File: src/RasterPixelPkg.sv
////////////////////////////////////////
// Pixel, depth and fragment types of the back end data path
// Imported by wildcard into the modules that carry fragments
////////////////////////////////////////
package RasterPixelPkg;

    // Index width fixed into the fragment type
    // The top level FbIndexWidth has to equal this value
    localparam int FB_INDEX_WIDTH = 8;

    // Stored depth precision
    localparam int DEPTH_WIDTH = 16;

    // Incoming fixed point depth
    // Bit 31 is the sign, 1.0 sits at bit 16
    localparam int FRAG_DEPTH_WIDTH = 32;

    typedef logic [DEPTH_WIDTH-1:0] depth_t;

    // One RGBA colour, red in the top byte
    typedef struct packed {
        logic [7:0] r;
        logic [7:0] g;
        logic [7:0] b;
        logic [7:0] a;
    } pixel_t;

    // Shaded fragment as it arrives from the rasterizer
    typedef struct packed {
        pixel_t                      color;
        logic [FRAG_DEPTH_WIDTH-1:0] depth;
        logic [FB_INDEX_WIDTH-1:0]   index;
    } fragment_t;

endpackage

File: src/FragmentReceiver.sv
////////////////////////////////////////
// Four-phase fragment intake, issues into the pipeline
// and stalls any fragment whose index is still in flight
////////////////////////////////////////
`timescale 1ns/1ps

module FragmentReceiver
    import RasterPixelPkg::*;
#(
    parameter int FbIndexWidth = 8,
    parameter int PipeDepth    = 5
)
(
    input  logic                    aclk,
    input  logic                    rst,
    // High once the buffers are cleared
    input  logic                    enable,

    input  logic                    fragReq,
    input  fragment_t               fragment,
    output logic                    fragAck,

    output logic                    issueValid,
    output fragment_t               issueFrag,

    input  logic                    retireValid,
    input  logic [FbIndexWidth-1:0] retireIndex
);

    localparam int SlotWidth = (PipeDepth > 1) ? $clog2(PipeDepth) : 1;

    // Scoreboard, one slot per fragment in the pipeline
    logic [PipeDepth-1:0]    slotValid;
    logic [FbIndexWidth-1:0] slotIndex [PipeDepth];
    logic [PipeDepth-1:0]    slotHit;
    logic [SlotWidth-1:0]    freeSlot;
    logic                    accept;

    // Match against every slot, lowest free slot wins
    always_comb
    begin
        freeSlot = '0;
        for (int i = PipeDepth - 1; i >= 0; i--)
        begin
            slotHit[i] = slotValid[i] && (slotIndex[i] == fragment.index);
            if (!slotValid[i])
                freeSlot = SlotWidth'(i);
        end
    end

    // Issue only without hazard and with a free slot
    assign accept = fragReq && !fragAck && enable && !(|slotHit) && !(&slotValid);

    always_ff @(posedge aclk)
    begin
        if (rst)
        begin
            fragAck    <= 1'b0;
            issueValid <= 1'b0;
            slotValid  <= '0;
        end
        else
        begin
            issueValid <= accept;

            // Ack rises with the issue, falls once the source lets go
            if (accept)
                fragAck <= 1'b1;
            else if (!fragReq)
                fragAck <= 1'b0;

            // Retired index leaves the scoreboard
            for (int i = 0; i < PipeDepth; i++)
            begin
                if (retireValid && slotValid[i] && (slotIndex[i] == retireIndex))
                    slotValid[i] <= 1'b0;
            end

            // Never the retiring slot, that one is still occupied
            if (accept)
                slotValid[freeSlot] <= 1'b1;
        end
    end

    always_ff @(posedge aclk)
    begin
        if (accept)
        begin
            issueFrag           <= fragment;
            slotIndex[freeSlot] <= fragment.index;
        end
    end

endmodule

File: config.mk
export PLATFORM = sky130hd
export DESIGN_NAME = FragmentReceiver
export DESIGN_NICKNAME = d
export VERILOG_FILES = /design/src/RasterPixelPkg.sv /design/src/FragmentReceiver.sv
export SDC_FILE = /design/constraint.sdc
export NUM_CORES = 1
export LEC_CHECK = 0
export ABC_AREA = 1
export BUFFER_PORTS_ARGS = -buffer_cell sky130_fd_sc_hd__buf_4
export CAP_MARGIN = 20
export CORE_MARGIN = 4
export CORE_UTILIZATION = 40
export CTS_CLUSTER_SIZE = 25
export DETAILED_ROUTE_END_ITERATION = 12
export PLACE_DENSITY = 0.66
export SLEW_MARGIN = 20
export SYNTH_ARGS = -nofsm -noshare
export SYNTH_HDL_FRONTEND = slang
export SYNTH_SLANG_ARGS = --single-unit
File: constraint.sdc
create_clock -name aclk -period 7.1 [get_ports aclk]
set_input_delay 1.775 -clock aclk [delete_from_list [all_inputs] [get_ports aclk]]
set_output_delay 1.775 -clock aclk [all_outputs]
set_load 0.1 [all_outputs]
==> reports/qor.yml, run 1 <==
yosysSeqAreaShare: 0.723
irDropWorstVdd_mv: 0.236
path_max_fanout: 46
dieArea_mm2: 0.0139
critical_path_class: "primary input to flip-flop"
cpLargestDelayFamily: "buffers and inverters"
grt_pass1_vias: 3741
status: "complete, no violations"
cpMaxStageDelayCell: "buf_4"
numPortBuffers: 158
final_util: 0.585
grt_max_degree: 47
met3_usage: 0.0913
hold_depth: 2
postCtsSetupBuffers: 0
grtUsageTotal: 0.194
core_mm2: 0.0117
power.total_uw: 2000
grt_busiest_layer: "met2"
h-tree-depth: 4
clockRootBuffer: "clkbuf_16"
gp_congestion: 0.898
worstSkewPairLatency_ns: 0.41
postRouteAntennaNets: 0
multiInputGateArea_mm2: 0.00112
layout.area.seq_mm2: 0.00350
hold_viol: 0
syn2layout_area_growth_pct: 40.7
cellLeakagePower_uw: 0.00285
cts_tree: "done"
power.density_mw_per_mm2: 293
hpwl_um: 9760
max_slew_margin: 0.625
whs_endpoint: "fragAck"
cap_violations: 0
met2_usage: 0.303
worstMarginPinSlew_ns: 0.562
drt_wl_total_um: 13100
r2r-end: "issueFrag[7]"
reg2reg_from: "slotIndex[3][5]"
layout_common_cells: "159 x buf_4, 112 x edfxtp_1, 84 x nand2_1"
final_net_count: 640
hold_class: "flip-flop to flip-flop"
start_util: 0.416
ys_ff_latch: 119
start_kind: "primary input"
drt_iter0_drc: 251
worst_hold_slack_ns: 0.475
finalSetupViolations: 0
crit_buf_inv: 5
finalSetupTns_ns: 0
grt_first_pass_wirelength_um: 20400
drc: 0
max_stage_delay_ns: 0.56
syn-instance-count: 384
synth_warnings: 0
numCtsBuffers: 17
cts_buffer_depth: 2
design_area_mm2: 0.00682
fin_crit_sh: 0.515
synth_nets: 469
fmax_ghz: 0.273
r2r_cells: 10
viasPerCell: 4.99
avgSynthCellArea_um2: 12.6
cts.sinks: 119
cts_resized: 0
place_area_mm2: 0.00617
hold_start: "fragAck"
dr_total_vias: 3545
postSynth.asyncResetShare: 0
rsz0062_at_grt: "false"
dieWidth_um: 118
finClkSkew_ns: 0.00761
fp.dieH_um: 118
cts_hold_buffers: 0
mostFrequentLayoutCell: "buf_4"
reg2reg_slack_ns: 4.48
clkTransAtPathRegs_ns: 0.05
wl_per_cell_um: 18.4
finalMaxSlewViolations: 0
crit_chain: "buf_4, inv_2, nand2_1, nand2_1, inv_1, nand2_1, nor2_1, nand3_2, nand2_2, nor2_2, nand2_1, clkinv_2, buf_4"
antenna_found_initial: 0
crit_arrival_ns: 3.70
first_pass_iters: 5
synth_ff_type: "edfxtp_1"
use_met1: 0.226
period_minus_slack_ns: 3.66
diodes: 0
nFillCells: 919
rows: 39
end_kind: "flip-flop"
synth_edf_count: 112
required_ns: 7.15
drive_gt1_frac: 0.361
ios: 159
cp_common_cell: "nand2_1"
synth.cell_area_mm2: 0.00485
synth_cell_types: 32
grt_overflow: 0
## worst max path at each step
stage | cells past startpoint | slack [ns] | endpoint | startpoint
finish | 13 | 3.44 | issueFrag[7] | fragment[5]
global route | 13 | 3.20 | issueFrag[7] | fragment[3]
CTS | 9 | 3.45 | issueFrag[7] | fragment[1]
detailed placement | 9 | 3.02 | issueFrag[6] | fragment[1]
global placement | 9 | 3.04 | issueFrag[6] | fragment[1]
floorplan | 10 | 2.73 | issueFrag[0] | fragment[2]
## layer usage
metal / vias to the layer above / wire [um]
met5: - / 0
li1: 1667 / -
met1: 1637 / 4970
met2: 211 / 6090
met3: 30 / 1630
met4: 0 / 379
## layout make-up
type / count / area share
flip-flops and latches: 119 / 0.514
repair buffers: 159 / 0.175
multi-input cells: 211 / 0.164
clock buffers: 17 / 0.0624
clock inverters: 15 / 0.0325
well taps: 143 / 0.0262
inverters: 47 / 0.0260
## cells by family (layout without fill, tap and decap cells)
kind of cell,Yosys count,count (layout),share of synthesized area
buffers and inverters,54,238,0.0459
xor gates and xnor gates,30,30,0.0542
AOI/OAI and AO/OA,40,40,0.0537
and+or+nand+nor,141,141,0.123
DFF,119,119,0.723
## synthesized netlist by cell type, types with 2 or more instances
cell type,number,area [um^2]
nor2_2,2,12.5
edfxtp_1,112,3360
xor2_1,18,158
nor3_1,9,45.0
buf_4,3,22.5
nand2_2,3,18.8
nand2_1,84,315
a211oi_1,4,30.0
nand3_1,11,55.1
a21oi_1,11,55.1
xnor2_1,12,105
nor2_1,23,86.3
nand3_2,2,20.0
dfxtp_1,7,140
nand4_1,4,25.0
o22ai_1,12,75.1
inv_1,42,158
o21ai_0,5,25.0
o2111ai_1,3,26.3
inv_2,5,18.8
## worst reg2reg max path, stage by stage (launching register included)
cell and delay [ns]:
edfxtp_1 0.44, inv_1 0.13, nand2_1 0.08, o21ai_0 0.10, nor2_2 0.09, nand3_2 0.08, nand2_2 0.05, nor2_2 0.19
nand2_1 0.14, clkinv_2 0.35, buf_4 0.58
## stage by stage
stage | instances | worst slack, ns
global route | 711 | 3.20
global placement | 679 | 3.04
finish | 711 | 3.44
CTS | 711 | 3.45
detailed placement | 679 | 3.02
floorplan | 384 | 2.73
## power by group
| part | internal (uW) | switching [uW] | leakage [uW] |
|---|---|---|---|
| Combinational | 66.4 | 189 | 0.00145 |
| Clock | 625 | 317 | 0.000310 |
| Sequential | 795 | 8.62 | 0.00109 |
## sequential cells by signal, indices dropped and copies added (netlist names)
| signal | cells |
|---|---|
| issueValid | 1 |
| slotValid | 5 |
| fragAck | 1 |
| slotIndex | 40 |
| issueFrag | 72 |
No activity file was read; power rests on OpenSTA's default activity.
==> run 2: changes to the inputs <==
ABC_AREA = 0   (was 1)
PLACE_DENSITY = 0.68   (was 0.66)
clock period = 3.1 ns   (was 7.1 ns; I/O delays follow)
==> run 2 against run 1 <==
Against the previous run: clock skew rose by 0.0051 ns; die area fell by 3.1%; combinational power rose by 130%; routed wire length fell by 12%; hold slack improved by 0.035 ns; area after synthesis fell by 3.3%; power rose by 120%; clock power rose by 110%; synthesized cell count fell by 27%; final area fell by 2.9%; critical path type unchanged.
==> reports/qor.yml, run 2 <==
seqPwrFrac: 0.422
grt_pass1_vias: 3182
clkTransAtPathRegs_ns: 0.05
crit_chain: "buf_4, xnor2_1, nand3_1, nor4_1, nor4_2, nand3_2, nor3_1, buf_4"
drive_gt1_frac: 0.438
synth_nets: 364
cellLeakagePower_uw: 0.00250
finalMaxSlewViolations: 0
cts_buffer_depth: 2
max_stage_delay_ns: 0.34
clock_power_share: 0.444
drc: 0
netlist.area_leader.share: 0.717
worstMarginPinSlew_ns: 0.524
cts.sinks: 119
syn-instance-count: 279
core_mm2: 0.0115
reg_top3: "issueFrag: 72 flops, slotIndex: 40 flops, slotValid: 5 flops"
postSynth.asyncResetShare: 0
irDropWorstVdd_mv: 0.522
synth.cell_area_mm2: 0.00469
critical_path_class: "primary input to flip-flop"
synth_most_common_cell: "edfxtp_1"
largest-register: "issueFrag"
start_util: 0.409
cts_tree: "done"
rsz0062_at_grt: "false"
diodes: 0
multiInputGateArea_mm2: 0.00106
final_util: 0.578
fin_crit_sh: 0.759
viasPerCell: 4.89
worstSkewPairLatency_ns: 0.42
fmax_ghz: 0.425
grt_max_degree: 41
nFillCells: 858
finalSetupTns_ns: 0
synth_commonest_cells: "112 x edfxtp_1, 44 x xnor2_1, 36 x xor2_1, 11 x nand4_1, 10 x nor4_1"
synth_warnings: 0
finalSetupViolations: 0
avgSynthCellArea_um2: 16.8
postCtsSetupBuffers: 0
mostFrequentLayoutCell: "buf_4"
layout.area.seq_mm2: 0.00350
final_net_count: 531
cpMaxStageDelayCell: "nor4_2"
cts_hold_buffers: 0
fp.dieH_um: 116
first_pass_iters: 4
syn2layout_area_growth_pct: 41.3
synth_ff_type: "edfxtp_1"
largest_register_ffs: 72
period_minus_slack_ns: 2.35
rows: 39
synth_edf_count: 112
postRouteAntennaNets: 0
max_slew_margin: 0.647
numCtsBuffers: 17
cp_common_cell: "buf_4"
crit_arrival_ns: 2.48
ios: 159
p_comb_frac: 0.134
clockRootBuffer: "clkbuf_16"
yosysSeqAreaShare: 0.747
required_ns: 3.22
numPortBuffers: 158
grtUsageTotal: 0.181
p_int_uw: 3240
dr_total_vias: 2942
layout_common_cells: "165 x buf_4, 112 x edfxtp_1, 44 x xnor2_1"
grt_overflow: 0
antenna_found_initial: 0
swShare: 0.258
dieArea_mm2: 0.0135
power.density_mw_per_mm2: 659
cts_resized: 0
gp_congestion: 0.879
wl_per_cell_um: 19.1
start_kind: "primary input"
drt_wl_total_um: 11500
drt_iter0_drc: 155
end_kind: "flip-flop"
status: "complete, no violations"
ys_ff_latch: 119
hold_viol: 0
dieWidth_um: 116
hpwl_um: 8350
finClkSkew_ns: 0.0127
synth_top_area_cell: "edfxtp_1"
h-tree-depth: 4
hold_class: "flip-flop to flip-flop"
synth_cell_types: 29
path_max_fanout: 11
synth_top_cells_by_area: "edfxtp_1 72%, xnor2_1 8.2%, xor2_1 6.7%"
p_sw_uw: 1130
cap_violations: 0
grt_first_pass_wirelength_um: 17600
## run 2: cell types whose count changed after synthesis, sizes merged, moves of 5 or more
cell / change
buf: +6
a21oi: -8
nand2: -83
xor2: +18
xnor2: +32
o21ai: -5
nand4: +7
nor3: -5
nor4: +10
o22ai: -11
nor2: -20
clkbuf: +6
nand3: -6
inv: -44
## run 2: per-layer routing
metal / up-vias / GRT usage / routed length (um) / share of wire
met5: - / 0 / 0 / 0
met4: 0 / 0.0897 / 379 / 0.033
met3: 25 / 0.0917 / 1240 / 0.11
met2: 153 / 0.280 / 5560 / 0.48
met1: 1399 / 0.210 / 4340 / 0.38
li1: 1365 / - / - / -
## run 2: logic make-up after synthesis
group	count (synthesis)	share of synthesized area
xor+xnor	80	0.149
simple gates	43	0.0534
flops	119	0.747
buf+inv	23	0.0264
compound gates	14	0.0235
## run 2: worst max-delay path, delay by kind of cell
family        cells  cell delay [ns]
simple gates      5             1.17
xor+xnor          1             0.15
buf+inv           2             0.36
## run 2: final cells by class
| cell class | count | share of cell area |
|---|---|---|
| inverter | 4 | 0.00227 |
| clock buffer | 18 | 0.0648 |
| clock inverter | 14 | 0.0238 |
| tap | 143 | 0.0270 |
| timing repair buffer | 167 | 0.193 |
| sequential | 119 | 0.529 |
| multi-input combinational | 137 | 0.160 |
## run 2: worst paths after layout
kind	from	to	slack, ns	cells past startpoint
setup / recovery	fragment[4]	slotIndex[2][2]	0.75	8
hold / removal	fragAck	fragAck	0.51	2
setup reg to reg	slotIndex[3][2]	slotIndex[2][2]	0.84	7
hold reg to reg	fragAck	fragAck	0.51	2
## run 2: power groups by stage
stage	clock, uW	sequential [uW]	combinational [uW]
2_1_floorplan	0	2170	110
3_3_place_gp	0	1870	587
3_5_place_dp	0	1870	589
4_1_cts	1980	1840	591
5_1_grt	2060	1850	610
6_report	1940	1840	585
## run 2: through the flow
stage                     hold slack, ns  total power, uW  std cells  cell area (um^2)  worst slack [ns]
after floorplan                    0.490             2280        279              4690             0.153
after global placement             0.506             2460        570              6040             0.426
after detailed placement           0.493             2460        570              6040             0.363
after CTS                          0.504             4410        602              6620             0.786
after global routing               0.507             4520        602              6620             0.656
final                              0.509             4360        602              6620             0.746
