File: src/RasterConfPkg.sv
////////////////////////////////////////
// Test function and blend factor encodings, plus the
// configuration word that stays stable while fragments fly
////////////////////////////////////////
package RasterConfPkg;

    // Comparison applied as "fragment value FUNC reference"
    typedef enum logic [2:0] {
        NEVER,
        ALWAYS,
        LESS,
        EQUAL,
        LEQUAL,
        GREATER,
        NOTEQUAL,
        GEQUAL
    } testFunc_t;

    // Blend factors, evaluated on a 0..256 scale
    // Codes 6 and 7 are unused and act as ZERO
    typedef enum logic [2:0] {
        ZERO,
        ONE,
        SRC_ALPHA,
        ONE_MINUS_SRC_ALPHA,
        DST_ALPHA,
        ONE_MINUS_DST_ALPHA
    } blendFactor_t;

    // Complete back end state
    typedef struct packed {
        testFunc_t    alphaFunc;
        logic [7:0]   alphaRef;
        logic         depthEnable;
        testFunc_t    depthFunc;
        blendFactor_t srcFactor;
        blendFactor_t dstFactor;
    } rasterConf_t;

endpackage

File: src/RasterPixelPkg.sv
////////////////////////////////////////
// Pixel, depth and fragment types of the back end data path
// Imported by wildcard into the modules that carry fragments
////////////////////////////////////////
package RasterPixelPkg;

    // Index width fixed into the fragment type
    // The top level FbIndexWidth has to equal this value
    localparam int FB_INDEX_WIDTH = 8;

    // Stored depth precision
    localparam int DEPTH_WIDTH = 16;

    // Incoming fixed point depth
    // Bit 31 is the sign, 1.0 sits at bit 16
    localparam int FRAG_DEPTH_WIDTH = 32;

    typedef logic [DEPTH_WIDTH-1:0] depth_t;

    // One RGBA colour, red in the top byte
    typedef struct packed {
        logic [7:0] r;
        logic [7:0] g;
        logic [7:0] b;
        logic [7:0] a;
    } pixel_t;

    // Shaded fragment as it arrives from the rasterizer
    typedef struct packed {
        pixel_t                      color;
        logic [FRAG_DEPTH_WIDTH-1:0] depth;
        logic [FB_INDEX_WIDTH-1:0]   index;
    } fragment_t;

endpackage

File: src/ColorBlender.sv
////////////////////////////////////////
// Two-stage source/destination blend, saturated per channel
////////////////////////////////////////
`timescale 1ns/1ps

module ColorBlender
    import RasterPixelPkg::*;
    import RasterConfPkg::*;
(
    input  logic         aclk,
    input  blendFactor_t srcFactor,
    input  blendFactor_t dstFactor,
    input  pixel_t       sourceColor,
    input  pixel_t       destColor,
    output pixel_t       color
);

    // Alpha onto 0..256, 255 lands exactly on one
    function automatic logic [8:0] alphaScale(input logic [7:0] alpha);
        alphaScale = {1'b0, alpha} + {8'd0, alpha[7]};
    endfunction

    function automatic logic [8:0] selectFactor(
        input blendFactor_t f,
        input logic [8:0]   srcA,
        input logic [8:0]   dstA
    );
        case (f)
            ONE:                 selectFactor = 9'd256;
            SRC_ALPHA:           selectFactor = srcA;
            ONE_MINUS_SRC_ALPHA: selectFactor = 9'd256 - srcA;
            DST_ALPHA:           selectFactor = dstA;
            ONE_MINUS_DST_ALPHA: selectFactor = 9'd256 - dstA;
            default:             selectFactor = 9'd0;
        endcase
    endfunction

    logic [8:0]  srcScale;
    logic [8:0]  dstScale;
    logic [31:0] srcWord;
    logic [31:0] dstWord;
    // 255 * 256 still fits in 16 bits
    logic [15:0] srcProd [4];
    logic [15:0] dstProd [4];
    logic [31:0] satWord;

    assign srcScale = selectFactor(srcFactor, alphaScale(sourceColor.a), alphaScale(destColor.a));
    assign dstScale = selectFactor(dstFactor, alphaScale(sourceColor.a), alphaScale(destColor.a));
    assign srcWord  = sourceColor;
    assign dstWord  = destColor;

    ////////////////////////////////////////
    // Stage one, channel products
    ////////////////////////////////////////
    always_ff @(posedge aclk)
    begin
        for (int i = 0; i < 4; i++)
        begin
            srcProd[i] <= srcWord[i*8 +: 8] * srcScale;
            dstProd[i] <= dstWord[i*8 +: 8] * dstScale;
        end
    end

    ////////////////////////////////////////
    // Stage two, sum, shift and saturate
    ////////////////////////////////////////
    always_comb
    begin
        logic [16:0] sum;
        for (int i = 0; i < 4; i++)
        begin
            sum = {1'b0, srcProd[i]} + {1'b0, dstProd[i]};
            // Carry into bit 16 means the result went past 255
            satWord[i*8 +: 8] = sum[16] ? 8'hff : sum[15:8];
        end
    end

    always_ff @(posedge aclk)
    begin
        color <= satWord;
    end

endmodule

File: src/FramebufferPipeline.sv
////////////////////////////////////////
// Five-cycle back end: buffer read, depth clamp, alpha and
// depth tests, blend and write back of one fragment per cycle
////////////////////////////////////////
`timescale 1ns/1ps

module FramebufferPipeline
    import RasterPixelPkg::*;
    import RasterConfPkg::*;
#(
    parameter int FbIndexWidth = 8,
    // Issue to write enable, the stage layout below assumes 5
    parameter int PipeDepth    = 5
)
(
    input  logic                    aclk,
    input  logic                    rst,
    input  rasterConf_t             conf,

    input  logic                    issueValid,
    input  fragment_t               issueFrag,

    // Buffer read, data two cycles after the index
    output logic [FbIndexWidth-1:0] readIndex,
    input  pixel_t                  colorIn,
    input  depth_t                  depthIn,

    // Buffer write
    output logic                    colorWe,
    output logic                    depthWe,
    output logic [FbIndexWidth-1:0] writeIndex,
    output pixel_t                  colorOut,
    output depth_t                  depthOut,

    output logic                    retireValid,
    output logic [FbIndexWidth-1:0] retireIndex
);

    localparam int ReadLatency = 2;
    localparam int LastStage   = PipeDepth - 2;

    typedef struct packed {
        depth_t                  depth;
        logic [FbIndexWidth-1:0] index;
    } stage_t;

    // Entry n holds the fragment n+1 cycles after issue
    logic [PipeDepth-2:0] validSr;
    stage_t               stageSr [PipeDepth-1];
    pixel_t               colorSr [ReadLatency];

    logic                 alphaPass;
    logic                 depthPass;
    logic                 writeOk;
    pixel_t               blendColor;

    // Negative goes to 0, 1.0 and above to all ones
    function automatic depth_t clampDepth(input logic [FRAG_DEPTH_WIDTH-1:0] z);
        if (z[FRAG_DEPTH_WIDTH-1])
            clampDepth = '0;
        else if (|z[FRAG_DEPTH_WIDTH-2:DEPTH_WIDTH])
            clampDepth = '1;
        else
            clampDepth = z[DEPTH_WIDTH-1:0];
    endfunction

    ////////////////////////////////////////
    // Read and delay line
    ////////////////////////////////////////
    assign readIndex = issueFrag.index;

    always_ff @(posedge aclk)
    begin
        if (rst)
            validSr <= '0;
        else
            validSr <= {validSr[PipeDepth-3:0], issueValid};
    end

    always_ff @(posedge aclk)
    begin
        stageSr[0].depth <= clampDepth(issueFrag.depth);
        stageSr[0].index <= issueFrag.index;
        for (int i = 1; i < PipeDepth - 1; i++)
            stageSr[i] <= stageSr[i-1];

        // Source colour is only needed until the blender takes it
        colorSr[0] <= issueFrag.color;
        for (int i = 1; i < ReadLatency; i++)
            colorSr[i] <= colorSr[i-1];
    end

    ////////////////////////////////////////
    // Tests and blend, buffer data arrives here
    ////////////////////////////////////////
    TestFunc #(
        .Width(8)
    ) alphaTest (
        .aclk(aclk),
        .func(conf.alphaFunc),
        .refVal(conf.alphaRef),
        .val(colorSr[ReadLatency-1].a),
        .success(alphaPass)
    );

    TestFunc #(
        .Width(DEPTH_WIDTH)
    ) depthTest (
        .aclk(aclk),
        .func(conf.depthFunc),
        .refVal(depthIn),
        .val(stageSr[ReadLatency-1].depth),
        .success(depthPass)
    );

    ColorBlender colorBlender (
        .aclk(aclk),
        .srcFactor(conf.srcFactor),
        .dstFactor(conf.dstFactor),
        .sourceColor(colorSr[ReadLatency-1]),
        .destColor(colorIn),
        .color(blendColor)
    );

    // Test results line up with the blender output
    always_ff @(posedge aclk)
    begin
        writeOk <= alphaPass && (!conf.depthEnable || depthPass);
    end

    ////////////////////////////////////////
    // Write back
    ////////////////////////////////////////
    always_ff @(posedge aclk)
    begin
        if (rst)
        begin
            colorWe     <= 1'b0;
            depthWe     <= 1'b0;
            retireValid <= 1'b0;
        end
        else
        begin
            colorWe     <= validSr[LastStage] && writeOk;
            depthWe     <= validSr[LastStage] && writeOk && conf.depthEnable;
            // Rejected fragments retire as well
            retireValid <= validSr[LastStage];
        end
    end

    always_ff @(posedge aclk)
    begin
        writeIndex <= stageSr[LastStage].index;
        colorOut   <= blendColor;
        depthOut   <= stageSr[LastStage].depth;
    end

    assign retireIndex = writeIndex;

endmodule

File: src/TestFunc.sv
////////////////////////////////////////
// Registered compare for alpha and depth tests
////////////////////////////////////////
`timescale 1ns/1ps

module TestFunc
    import RasterConfPkg::*;
#(
    parameter int Width = 8
)
(
    input  logic             aclk,
    input  testFunc_t        func,
    input  logic [Width-1:0] refVal,
    input  logic [Width-1:0] val,
    output logic             success
);

    // One cycle latency
    // val is the fragment side, refVal the stored or configured side
    always_ff @(posedge aclk)
    begin
        case (func)
            ALWAYS:
                success <= 1'b1;
            LESS:
                success <= val < refVal;
            EQUAL:
                success <= val == refVal;
            LEQUAL:
                success <= val <= refVal;
            GREATER:
                success <= val > refVal;
            NOTEQUAL:
                success <= val != refVal;
            GEQUAL:
                success <= val >= refVal;
            default:
                success <= 1'b0;
        endcase
    end

endmodule

File: config.mk
export PLATFORM = sky130hd
export DESIGN_NAME = FramebufferPipeline
export DESIGN_NICKNAME = d
export VERILOG_FILES = /design/src/RasterConfPkg.sv /design/src/RasterPixelPkg.sv /design/src/ColorBlender.sv /design/src/FramebufferPipeline.sv /design/src/TestFunc.sv
export SDC_FILE = /design/constraint.sdc
export NUM_CORES = 2
export LEC_CHECK = 0
export BUFFER_PORTS_ARGS = -buffer_cell sky130_fd_sc_hd__buf_2
export CAP_MARGIN = 5
export CORE_MARGIN = 4
export CORE_UTILIZATION = 56
export CTS_BUF_LIST = sky130_fd_sc_hd__clkbuf_8 sky130_fd_sc_hd__clkbuf_16
export DETAILED_ROUTE_END_ITERATION = 7
export PLACE_DENSITY = 0.77
export SLEW_MARGIN = 20
export SYNTH_ARGS = -nofsm -noshare
export SYNTH_HDL_FRONTEND = slang
export SYNTH_HIERARCHICAL = 1
export SYNTH_SLANG_ARGS = --single-unit
File: constraint.sdc
create_clock -name aclk -period 7 [get_ports aclk]
set_input_delay 0.7 -clock aclk [delete_from_list [all_inputs] [get_ports aclk]]
set_output_delay 0.7 -clock aclk [all_outputs]
set_load 0.005 [all_outputs]
==> impl_metrics.ini <==
[clocking]
cts_resized = 0
cts_setup_buffers = 0
ctsRootBufferMaster = clkbuf_16
hold_buffers = 0
clk_latency_ps = 590
cts_tree = built
cts-buffers-inserted = 43
clock_sink_count = 386
clk_pin_slew_ps = 60
cts_max_path_buffers = 3
htreeDepth = 2

[final_layout]
final_cell_area_mm2 = 0.03422
drive_gt1_share_pct = 11.29
nets = 4208
syn2layout_area_growth_pct = 11.55

[synth]
yosys.area.top_type = dfxtp_1
synthesis.area_mm2 = 0.03068
syn_nets = 4007
synth_cells = 3165
yosysTopAreaCellShare_pct = 25.19
ys_top_cells_by_area = dfxtp_1 (25%), fa_1 (21%), ha_1 (15%)
ys_seq_elements = 386
ys_warn_count = 6
synth_most_common_cell = inv_1
synth_common_cells = inv_1 (490), dfxtp_1 (386), ha_1 (370), fa_1 (328), and2_1 (257)
ys_types = 74
syn_area_per_cell_um2 = 9.693
synth_seq_area_share_pct = 25.19
synth_edf_count = 0
ys.flop_type = dfxtp_1
ys_async_sr_fraction_pct = 0

[power]
p_total_mw = 10.01
vdd_ir_drop_max_uv = 311.1
powerDensity_mw_per_mm2 = 292.5
p_leak_nw = 17.22

[routing]
final_antenna_net_count = 0
wl_per_cell_um = 16.41
drc = 0
drt_wl_total_um = 67360
firstDrtPassIters = 5
via_per_inst = 5.372
vias = 22050
drt_iter0_markers = 1109

[floorplan]
die_x_um = 242.1
die_h_um = 242.1
pin_count = 219
rows = 85
die_area_mm2 = 0.05859
start_util_pct = 56.78
core_area_mm2 = 0.05403

[setup_path]
r2r_start = colorSr[0][32]
crit_slowest_cell = fa_1
crit_family = adder cells
start_kind = flop
critPathRequiredTime_ps = 7440
crit_buf_inv = 4
path_common_cell = fa_1
worstPathArrival_ps = 7070
crit_fanout = 8
worstSetupEndpointType = flop
critical_path_class = reg2reg
startpoint = colorSr[0][32]
worst_path_largest_cell_delay_ps = 560

[timing]
rsz0062_at_grt = false
slew_headroom_pct = 46.06
period_needed_ps = 6621
post-route-period-util_pct = 94.59
worst_hold_slack_ps = 206.8
drv_slew = 0
fin_skew_ps = 31.71
setup_viol = 0
max_freq_ghz = 0.1510
worstMarginPinSlew_ps = 809.1
timing.final.hold_violations = 0

[grt]
grt_pass1_vias = 23120
grt_pass1_wl_um = 113100
grt_overflow = 0
grtUsageTotal_pct = 23.27
grt_busiest_layer = met2
grt_max_degree = 33
gr-usage-met1_pct = 28.59
grt_util_met2_pct = 42.29
grtUsageMet3_pct = 3.121
antenna_found_initial = 10

[flow_run]
cap_viol_max_count = 0

[worst_hold_path]
min_from = issueFrag[63]
hp-class = in2reg

[placement]
gp_congestion = 0.8739
placed_area_mm2 = 0.03267
dp_hpwl_um = 52190
port-buffer-count = 218

[status]
status = completed
-- registers in the layout (all words and copies together), names as in the netlist, 4 cells and up --
name	count
stageSr	96
colorBlender/dstProd	64
colorBlender/srcProd	64
colorSr	64
colorBlender/color	32
colorOut	32
depthOut	16
retireIndex	8
validSr	4
-- per-stage QoR --
| stage | cells | worst slack [ps] | util [%] | setup TNS, ps |
|---|---|---|---|---|
| after floorplan | 3165 | 297.1 | - | 0 |
| after global placement | 4017 | 163.3 | 60.47 | 0 |
| after detailed placement | 4017 | -22.38 | 60.47 | -22.38 |
| after CTS | 4096 | 420.7 | 63.30 | 0 |
| after global routing | 4103 | 23.09 | 63.34 | 0 |
| final | 4104 | 379.0 | 63.34 | 0 |
-- final timing paths --
| kind | to | slack [ps] | cells after the start |
|---|---|---|---|
| worst min-delay path | colorSr[0][23] | 210 | 1 |
| worst min register to register | colorSr[0][40] | 300 | 0 |
| worst max-delay path | colorBlender/srcProd[0][15] | 380 | 25 |
| worst max register to register | colorBlender/srcProd[0][15] | 380 | 25 |
-- worst register-to-register path: stages, from the launching register on --
cell and delay, ps:
dfxtp_1 400, ha_1 240, ha_1 340, xor2_1 400, nor3_1 130, o21ai_0 230
nand2b_1 200, a21oi_1 80, nor3_2 420, buf_4 250, nand2b_1 140, fa_1 430
fa_1 560, inv_1 50, fa_1 480, inv_1 60, fa_1 500, inv_1 50
ha_1 310, o21a_1 120, o31a_1 120, o211ai_1 180, nand2_1 110, a41oi_1 280
a21oi_1 100, xnor3_1 350
-- metal layers --
layer / share of wire [%] / up-vias
met1: 41 / 10880
met5: 0.068 / -
met2: 51 / 481
li1: - / 10560
met4: 2.9 / 6
met3: 4.5 / 120
-- layout make-up --
cell class	count	area, µm²
multi-input combinational	2184	20680
fill	4391	19810
sequential	386	7727
inverter	490	1839
timing repair buffer	261	1551
clock buffer	49	1159
tap	696	870.8
clock inverter	30	374.1
antenna	8	20.02
-- placed cells by master (no fill, tap or decap), drive strengths merged, types with 9 or more instances in the layout --
| cell type | count |
|---|---|
| a21o | 32 |
| a21oi | 111 |
| a22oi | 9 |
| a41oi | 31 |
| and2 | 257 |
| buf | 261 |
| clkbuf | 49 |
| clkinv | 12 |
| dfxtp | 386 |
| fa | 328 |
| ha | 370 |
| inv | 499 |
| nand2 | 156 |
| nand2b | 66 |
| nand3 | 50 |
| nand4 | 12 |
| nor2 | 94 |
| nor2b | 206 |
| nor3 | 31 |
| nor4 | 24 |
| o211ai | 15 |
| o21a | 29 |
| o21ai | 66 |
| o21bai | 9 |
| o22ai | 9 |
| o31a | 15 |
| or2 | 12 |
| or3 | 25 |
| xnor2 | 93 |
| xor2 | 41 |
-- power breakdown --
group,total (mW),internal (mW),switching (mW)
registers,3.02,2.79,0.226
logic,4.63,2.04,2.60
clock network,2.35,1.40,0.954
total,10.0,6.23,3.78
-- logic make-up (layout without fill, tap and decap cells) --
group                      after synthesis  count (layout)  share of synthesized area, %
buffers and inverters                  595             830                         7.696
AOI/OAI and AO/OA                      377             377                         8.324
DFF                                    386             386                         25.19
xor gates and xnor gates               142             142                         4.437
muxes                                    8               8                        0.2610
and+or+nand+nor                        959             959                         17.60
adders and majority gates              698             698                         36.49
other                                    0               8                             0
(Power assumes the default switching activity.)
